<file path="src/verilog/ilk_avl_config.svh">
// Build-time sizing for the Interlaken to Avalon receive adapter
//   ILK_WORDS      data words per beat
//   ILK_LOG_WORDS  width of the valid word count
//   AVL_EMPTY_W    width of the Avalon empty field
`ifndef ILK_AVL_CONFIG_SVH
`define ILK_AVL_CONFIG_SVH

// 8 x 64 bit words per beat
`define ILK_WORDS 8

// count runs 0..8, so one spare bit
`define ILK_LOG_WORDS 4

// log2 of bytes per beat (64 bytes)
`define AVL_EMPTY_W 6

`endif
</file>
<file path="src/verilog/ilk_avl_pkg.sv">
// Shared types for the Interlaken to Avalon receive adapter
//   data, count, end code and empty vectors
//   Interlaken and Avalon beat structs
//   framing state enum
`include "ilk_avl_config.svh"

package ilk_avl_pkg;

   typedef logic [63:0]                   ilk_word_t;  // one data word
   typedef logic [`ILK_WORDS*64-1:0]      ilk_data_t;  // word 0 in the top bits
   typedef logic [`ILK_LOG_WORDS-1:0]     word_cnt_t;
   typedef logic [`AVL_EMPTY_W-1:0]       avl_empty_t;

   // 1bbb = end, bbb valid bytes in last word (0 -> all 8)
   // 0001 = error end, 0000 = no end
   typedef logic [3:0] eopbits_t;

   // beat as it arrives from the Interlaken core
   typedef struct packed {
      logic      valid;
      logic      sop;
      word_cnt_t num_valid;
      eopbits_t  eopbits;
      ilk_data_t data;
   } ilk_beat_t;

   // beat as presented on the Avalon source
   typedef struct packed {
      logic       valid;
      logic       sop;
      logic       eop;
      logic       error;
      avl_empty_t empty;
      ilk_data_t  data;
   } avl_beat_t;

   typedef enum logic {
      FRAME_IDLE,
      FRAME_IN_PKT
   } frame_state_e;

endpackage

</file>
<file path="src/verilog/ilk_to_avalon_top.sv">
// Interlaken to Avalon receive adapter, top level
//   capture register -> end decoder -> framing and output register
// two cycles from ilk_in to avl_out, no back-pressure
`timescale 1ns/100ps

module ilk_to_avalon_top (
   input  logic                   clk,
   input  logic                   rst_n,
   input  ilk_avl_pkg::ilk_beat_t ilk_in,
   output ilk_avl_pkg::avl_beat_t avl_out
);

   ilk_avl_pkg::ilk_beat_t cap_beat;  // registered, masked input
   ilk_avl_pkg::avl_beat_t dec_beat;  // decoded, same cycle

   ilk_rx_capture u_capture (
      .clk      (clk),
      .rst_n    (rst_n),
      .ilk_in   (ilk_in),
      .cap_beat (cap_beat)
   );

   ilk_eop_decode u_decode (
      .cap_beat (cap_beat),
      .dec_beat (dec_beat)
   );

   avl_frame_tracker u_tracker (
      .clk      (clk),
      .rst_n    (rst_n),
      .dec_beat (dec_beat),
      .avl_out  (avl_out)
   );

endmodule

</file>
<file path="src/verilog/avl_frame_tracker.sv">
// Avalon packet framing and output register
//   FSM follows sop/eop of forwarded beats
//   drops beats outside a packet that carry no sop
//   flags a sop arriving inside an open packet as an error
`timescale 1ns/100ps

module avl_frame_tracker (
   input  logic                   clk,
   input  logic                   rst_n,
   input  ilk_avl_pkg::avl_beat_t dec_beat,
   output ilk_avl_pkg::avl_beat_t avl_out
);

   ilk_avl_pkg::frame_state_e state_q;
   ilk_avl_pkg::frame_state_e state_d;

   logic fwd;        // beat goes out this cycle
   logic early_sop;  // sop while a packet is still open

   logic                    valid_q;
   logic                    sop_q;
   logic                    eop_q;
   logic                    error_q;
   ilk_avl_pkg::avl_empty_t empty_q;
   ilk_avl_pkg::ilk_data_t  data_q;

   assign fwd = dec_beat.valid && (dec_beat.sop || state_q == ilk_avl_pkg::FRAME_IN_PKT);

   assign early_sop = dec_beat.valid && dec_beat.sop &&
                      (state_q == ilk_avl_pkg::FRAME_IN_PKT);

   always_comb begin
      state_d = state_q;
      if (fwd) begin
         if (dec_beat.eop)
            state_d = ilk_avl_pkg::FRAME_IDLE;   // eop wins over sop
         else if (dec_beat.sop)
            state_d = ilk_avl_pkg::FRAME_IN_PKT;
      end
   end

   always_ff @(posedge clk or negedge rst_n) begin
      if (!rst_n) begin
         state_q <= ilk_avl_pkg::FRAME_IDLE;
         valid_q <= 1'b0;
         sop_q   <= 1'b0;
         eop_q   <= 1'b0;
         error_q <= 1'b0;
         empty_q <= '0;
      end else begin
         state_q <= state_d;
         valid_q <= fwd;
         sop_q   <= dec_beat.sop;  // passes like the decoder does
         // dropped beats carry no eop, error or empty
         eop_q   <= fwd & dec_beat.eop;
         error_q <= fwd & (dec_beat.error | early_sop);
         empty_q <= fwd ? dec_beat.empty : '0;
      end
   end

   always_ff @(posedge clk) begin
      data_q <= dec_beat.data;
   end

   assign avl_out = '{
      valid: valid_q,
      sop:   sop_q,
      eop:   eop_q,
      error: error_q,
      empty: empty_q,
      data:  data_q
   };

endmodule

</file>
<file path="src/verilog/ilk_eop_decode.sv">
// End-of-packet decoder, Interlaken word count and end code to Avalon
//   valid, eop, error and empty from num_valid and eopbits
//   sop and data pass straight through
// empty = 8 * unused words, plus unused bytes of the last word on a 1bbb end
`timescale 1ns/100ps
`include "ilk_avl_config.svh"

module ilk_eop_decode (
   input  ilk_avl_pkg::ilk_beat_t cap_beat,
   output ilk_avl_pkg::avl_beat_t dec_beat
);

   logic                    cnt_ok;     // 1..ILK_WORDS
   logic [2:0]              tail_bytes; // valid bytes in last word, 0 = all
   ilk_avl_pkg::avl_empty_t pad_bytes;  // bytes of the unused words
   ilk_avl_pkg::avl_empty_t tail_pad;   // unused bytes inside last word

   assign cnt_ok = (cap_beat.num_valid != '0) && (cap_beat.num_valid <= `ILK_WORDS);

   assign tail_bytes = cap_beat.eopbits[2:0];

   // only meaningful when cnt_ok, result fits the empty width
   assign pad_bytes = ilk_avl_pkg::avl_empty_t'((`ILK_WORDS - cap_beat.num_valid) * 8);

   assign tail_pad = (tail_bytes == 3'd0) ? '0 :
                     ilk_avl_pkg::avl_empty_t'(4'd8 - {1'b0, tail_bytes});

   always_comb begin
      dec_beat.sop   = cap_beat.sop;
      dec_beat.data  = cap_beat.data;
      dec_beat.valid = 1'b0;
      dec_beat.eop   = 1'b0;
      dec_beat.error = 1'b0;
      dec_beat.empty = '0;

      if (cap_beat.valid && cnt_ok) begin
         dec_beat.valid = 1'b1;
         if (cap_beat.eopbits == 4'b0000) begin
            // no end, still reports an empty count
            dec_beat.empty = pad_bytes;
         end else if (cap_beat.eopbits[3]) begin
            dec_beat.eop   = 1'b1;
            dec_beat.empty = pad_bytes + tail_pad;
         end else begin
            // 0001 and every other code is an error end
            dec_beat.eop   = 1'b1;
            dec_beat.error = 1'b1;
         end
      end
   end

endmodule

</file>
<file path="src/verilog/ilk_rx_capture.sv">
// Input register for the Interlaken beat
//   control fields held under reset
//   data words past the valid count are zeroed on the way in
`timescale 1ns/100ps
`include "ilk_avl_config.svh"

module ilk_rx_capture (
   input  logic                   clk,
   input  logic                   rst_n,
   input  ilk_avl_pkg::ilk_beat_t ilk_in,
   output ilk_avl_pkg::ilk_beat_t cap_beat
);

   logic                   valid_q;
   logic                   sop_q;
   ilk_avl_pkg::word_cnt_t cnt_q;
   ilk_avl_pkg::eopbits_t  eopbits_q;
   ilk_avl_pkg::ilk_data_t data_q;

   ilk_avl_pkg::ilk_data_t masked_data;
   ilk_avl_pkg::ilk_word_t word;

   // word i sits at the top of the bus for i = 0
   always_comb begin
      masked_data = '0;
      word        = '0;
      for (int i = 0; i < `ILK_WORDS; i++) begin
         word = ilk_in.data[(`ILK_WORDS-1-i)*64 +: 64];
         if (i < ilk_in.num_valid)
            masked_data[(`ILK_WORDS-1-i)*64 +: 64] = word;
      end
   end

   always_ff @(posedge clk or negedge rst_n) begin
      if (!rst_n) begin
         valid_q   <= 1'b0;
         sop_q     <= 1'b0;
         cnt_q     <= '0;
         eopbits_q <= '0;
      end else begin
         valid_q   <= ilk_in.valid;  // plain strobe, no ready
         sop_q     <= ilk_in.sop;
         cnt_q     <= ilk_in.num_valid;
         eopbits_q <= ilk_in.eopbits;
      end
   end

   always_ff @(posedge clk) begin
      data_q <= masked_data;
   end

   assign cap_beat = '{
      valid:     valid_q,
      sop:       sop_q,
      num_valid: cnt_q,
      eopbits:   eopbits_q,
      data:      data_q
   };

endmodule

</file>
<file path="config.mk">
export PLATFORM = sky130hd
export DESIGN_NAME = ilk_to_avalon_top
export DESIGN_NICKNAME = d
export VERILOG_FILES = /design/src/verilog/ilk_avl_pkg.sv /design/src/verilog/ilk_to_avalon_top.sv /design/src/verilog/avl_frame_tracker.sv /design/src/verilog/ilk_eop_decode.sv /design/src/verilog/ilk_rx_capture.sv
export VERILOG_INCLUDE_DIRS = /design/src /design/src/verilog
export SDC_FILE = /design/constraint.sdc
export NUM_CORES = 1
export LEC_CHECK = 0
export BUFFER_PORTS_ARGS = -buffer_cell sky130_fd_sc_hd__buf_2
export CORE_AREA = 2 2 412 414
export CTS_BUF_LIST = sky130_fd_sc_hd__clkbuf_4 sky130_fd_sc_hd__clkbuf_8
export DETAILED_ROUTE_END_ITERATION = 10
export DIE_AREA = 0 0 414 416
export HOLD_SLACK_MARGIN = 0.08
export PLACE_DENSITY = 0.42
export RECOVER_POWER = 100
export SLEW_MARGIN = 20
export SYNTH_ARGS = -nofsm -noshare
export SYNTH_HDL_FRONTEND = slang
export SYNTH_HIERARCHICAL = 1
export SYNTH_SLANG_ARGS = --single-unit
</file>
<file path="constraint.sdc">
create_clock -name clk -period 2.8 [get_ports clk]
set_clock_uncertainty 0.2 [all_clocks]
set_input_delay 0.28 -clock clk [delete_from_list [all_inputs] [get_ports clk]]
set_output_delay 0.28 -clock clk [all_outputs]
set_load 0.005 [all_outputs]
</file>
==> flow_metrics.py, run 1 <==
metrics = {
    "outcome": {
        "status": "aborted with a tool error",
        "lastStage": "4_1_cts",
        "stop_error": "[ERROR RSZ-0060] Max buffer count reached.",
    },
    "synthesis": {
        "ys_seq_area_share_pct": 73.04,
        "yosysWarnings": 6,
        "syn_inst": 2191,
        "yosysUniqueCellTypes": 34,
        "syn_nets": 2720,
        "netlist_area_mm2": 0.02878,
        "ys_ff_latch": 1045,
        "syn_area_per_cell_um2": 13.14,
    },
    "die": {
        "die_y_um": 416,
        "rows": 151,
        "pin_count": 1046,
        "die_w_um": 414,
        "initial_utilization_pct": 17.12,
    },
    "cts": {
        "root_buffer": "clkbuf_8",
        "ctsResizeCount": 0,
        "numCtsBuffers": 181,
        "clock_tree.buffer_depth": 3,
        "htreeDepth": 4,
        "clkSinkCount": 1045,
        "cts_hold_buf": 1047,
        "cts_setup_buffers": 0,
    },
    "placement": {
        "gp_congestion": 0.8870,
        "port_buffers": 1045,
        "dp_hpwl_um": 66800,
    },
}
-- Yosys cell counts, drive strengths merged --
| master | instances | area (um^2) |
|---|---|---|
| dfxtp | 1024 | 20500 |
| buf | 529 | 3946 |
| nor2b | 323 | 2028 |
| and2 | 135 | 844.6 |
| and3 | 65 | 406.6 |
| clkbuf | 49 | 183.9 |
| dfrtp | 21 | 525.5 |
| inv | 6 | 22.52 |
| nand2 | 6 | 22.52 |
| a21oi | 5 | 28.78 |
| ha | 5 | 62.56 |
| nor3 | 5 | 30.03 |
| a211oi | 2 | 20.02 |
| nand3b | 2 | 15.01 |
| nor4 | 2 | 27.53 |
| a31oi | 1 | 12.51 |
| and2b | 1 | 10.01 |
| mux2i | 1 | 22.52 |
| nand3 | 1 | 5.000 |
| nor2 | 1 | 3.750 |
| nor3b | 1 | 12.51 |
| o211a | 1 | 10.01 |
| o211ai | 1 | 7.510 |
| o21a | 1 | 15.01 |
| or2 | 1 | 6.260 |
| or3 | 1 | 6.260 |
| xor2 | 1 | 8.760 |
-- per-stage QoR --
stage          instance area [um^2]  hold slack (ps)  cells  worst slack [ps]
3_3_place_gp                  32860            105.5   4888             552.0
3_5_place_dp                  32860            105.8   4888             586.2
2_1_floorplan                 28780           -215.6   2191             819.9
-- cell families after synthesis --
group	share of synthesized area (%)
simple gates	11.88
compound gates	0.3260
fa+ha+maj	0.2173
xor+xnor	0.03043
buf+inv	14.43
mux	0.07824
flops	73.04
==> run 2: changes to the inputs <==
--- a/config.mk
+++ b/config.mk
@@ -8,11 +8,9 @@
 export LEC_CHECK = 0
 export BUFFER_PORTS_ARGS = -buffer_cell sky130_fd_sc_hd__buf_2
 export CORE_AREA = 2 2 412 414
-export CTS_BUF_LIST = sky130_fd_sc_hd__clkbuf_4 sky130_fd_sc_hd__clkbuf_8
 export DETAILED_ROUTE_END_ITERATION = 10
 export DIE_AREA = 0 0 414 416
-export HOLD_SLACK_MARGIN = 0.08
-export PLACE_DENSITY = 0.42
+export PLACE_DENSITY_LB_ADDON = 0.15
 export RECOVER_POWER = 100
 export SLEW_MARGIN = 20
 export SYNTH_ARGS = -nofsm -noshare
==> run 2 against run 1 <==
The flow now finishes without violations. Synthesized area stayed put. Synthesized cell count is the same.
==> flow_metrics.py, run 2 <==
metrics = {
    "setup_path": {
        "r2r_start": "u_capture/cnt_q[0]",
        "rr_worst_depth": 7,
        "reg2reg_to": "u_tracker/empty_q[3]",
        "cp_max_fo": 64,
        "end_kind": "register",
        "startpoint_type": "primary input",
        "cp_data_arrival_time_ps": 2870,
        "r2r_slack_ps": 470,
        "crit_type": "primary input to register",
        "required_ps": 3260,
    },
    "synthesis": {
        "synthFlopType": "dfxtp_1",
        "async_reset_ff_share_pct": 2.010,
        "syn_nets": 2720,
        "ys_top_cells_by_count": "dfxtp_1, buf_4, nor2b_1, and2_1, and3_1",
        "syn_area_per_cell_um2": 13.14,
        "yosysUniqueCellTypes": 34,
        "synthTopCellsByArea": "dfxtp_1, buf_4, nor2b_1",
        "ys_seq_area_share_pct": 73.04,
        "yosysWarnings": 6,
        "syn_inst": 2191,
        "ys_ff_latch": 1045,
        "netlist_area_mm2": 0.02878,
        "synth_most_common_cell": "dfxtp_1",
        "synth_top_area_share_pct": 71.22,
        "synth_edf_count": 0,
        "synth_area_leader_cell": "dfxtp_1",
    },
    "placement": {
        "port_buffers": 1045,
        "gp_congestion": 0.7942,
        "dp_hpwl_um": 66400,
        "placed_area_mm2": 0.03288,
    },
    "die": {
        "rows": 151,
        "die_area_mm2": 0.1722,
        "pin_count": 1046,
        "initial_utilization_pct": 17.12,
        "die_y_um": 416,
        "design.core.area_mm2": 0.1681,
        "die_w_um": 414,
    },
    "drt": {
        "vias_per_cell": 3.068,
        "drt-initial-drc-count": 447,
        "vias": 17998,
        "ant_nets": 0,
        "drt_wl_total_um": 90840,
        "drc": 0,
        "wl_per_cell_um": 15.48,
        "dr.pass1.iters": 4,
    },
    "flow_run": {
        "cap_violations": 0,
    },
    "layout": {
        "final_cell_mix": "dfxtp_1, dlygate4sd3_1, buf_2",
        "layout.nets": 4073,
        "final_common_cell": "dfxtp_1",
        "area_growth_pct": 51.50,
        "fin_area_mm2": 0.04361,
        "top_regs": "u_capture/data_q: 512 flops, u_tracker/data_q: 512 flops, u_tracker/empty_q: 6 flops",
        "layout-drive-gt1-share_pct": 21.74,
    },
    "min_path": {
        "holdPathStages": 2,
        "worstHoldStart": "ilk_in[521]",
        "hp-class": "primary input to register",
        "hold_end": "u_capture/valid_q",
    },
    "global_route": {
        "antenna_found_initial": 10,
        "grt_pass1_vias": 19282,
        "grt_pass1_wl_um": 129000,
        "grt_overflow": 0,
        "grt_max_degree": 89,
        "grtUsageTotal_pct": 10.32,
    },
    "power_and_ir_drop": {
        "vdd_ir_drop_max_mv": 0.4639,
        "p_leak_nw": 18.42,
        "p_per_area_mw_per_mm2": 772.0,
    },
    "sta": {
        "worst-slew-pin-transition_ps": 1441,
        "slew_headroom_pct": 3.950,
        "fmax_mhz": 415.3,
        "setup_tns_ps": 0,
        "post-route-period-util_pct": 85.99,
        "setup_viol": 0,
        "finalHoldViolCount": 0,
        "min_period_ps": 2408,
        "rsz0062_at_grt": "no",
        "drv_slew": 0,
    },
    "cts": {
        "clkSinkCount": 1045,
        "root_buffer": "clkbuf_16",
        "clock_tree.buffer_depth": 3,
        "cts_setup_buffers": 0,
        "cts_hold_buf": 751,
        "numCtsBuffers": 118,
        "clk_latency_ps": 750,
        "htreeDepth": 3,
        "ctsResizeCount": 0,
        "cts_tree": "yes",
        "cts.clk_slew.worst_paths_ps": 60,
    },
    "outcome": {
        "status": "finished clean",
    },
}
==> run 2: how the worst max path moves through the flow <==
stage / from / end / slack, ps / cells after the start
final: ilk_in[519] / u_capture/data_q[445] / 390 / 6
after global routing: ilk_in[517] / u_capture/data_q[360] / 220 / 5
after CTS: u_capture/eopbits_q[0] / u_tracker/empty_q[5] / 600 / 10
after detailed placement: u_capture/eopbits_q[0] / u_tracker/empty_q[5] / 610 / 10
after global placement: u_capture/eopbits_q[0] / u_tracker/empty_q[5] / 540 / 10
after floorplan: u_capture/eopbits_q[0] / u_tracker/empty_q[5] / 820 / 10
==> run 2: cell families after synthesis <==
| family | after synthesis | synth area share, % |
|---|---|---|
| flip-flops | 1045 | 73.04 |
| buffers and inverters | 584 | 14.43 |
| AND/OR/NAND/NOR | 544 | 11.88 |
| AO/OA/AOI/OAI | 11 | 0.3260 |
| adder cells (fa/ha/maj) | 5 | 0.2173 |
| XOR/XNOR | 1 | 0.03043 |
| multiplexers | 1 | 0.07824 |
==> run 2: where the power goes <==
| part | internal (mW) | total (mW) | switching (mW) |
|---|---|---|---|
| Clock | 8.93 | 15.2 | 6.27 |
| Combinational | 1.38 | 2.35 | 0.976 |
| Sequential | 15.9 | 16.1 | 0.256 |
==> run 2: worst max-delay path, cell delays in order <==
cell and delay [ps]:
dlygate4sd3_1 550, buf_2 330, clkbuf_1 1060, nor3_4 100, buf_12 260, nor2b_1 190
==> run 2: area by class of cell <==
type / count / area (um^2)
fillers: 18144 / 124500
flip-flops and latches: 1045 / 21030
repair buffers: 1811 / 12290
multi-input cells: 562 / 3612
clock buffers: 171 / 3383
well taps: 2218 / 2775
clock inverters: 44 / 476.7
diodes: 10 / 25.02
inverters: 6 / 22.52
==> run 2: through the flow <==
step / setup slack [ps] / power [mW] / cells / utilization, % / hold WS (ps)
floorplan: 819.9 / 17.47 / 2191 / - / -215.6
global placement: 538.9 / 18.10 / 4891 / 19.55 / 102.1
detailed placement: 612.1 / 18.11 / 4891 / 19.55 / 104.5
CTS: 599.0 / 34.53 / 5857 / 26.33 / 0.08826
global route: 221.0 / 35.21 / 5863 / 25.93 / 27.30
finish: 392.2 / 33.67 / 5867 / 25.93 / 77.73
==> run 2: metal layers <==
layer | global-route usage (%) | part of all wire, %
met1 | 10.46 | 37
met2 | 18.25 | 50
met5 | 0 | 0.031
met3 | 4.466 | 9.3
met4 | 4.687 | 3.4
Power figures use the tool's default switching activity.
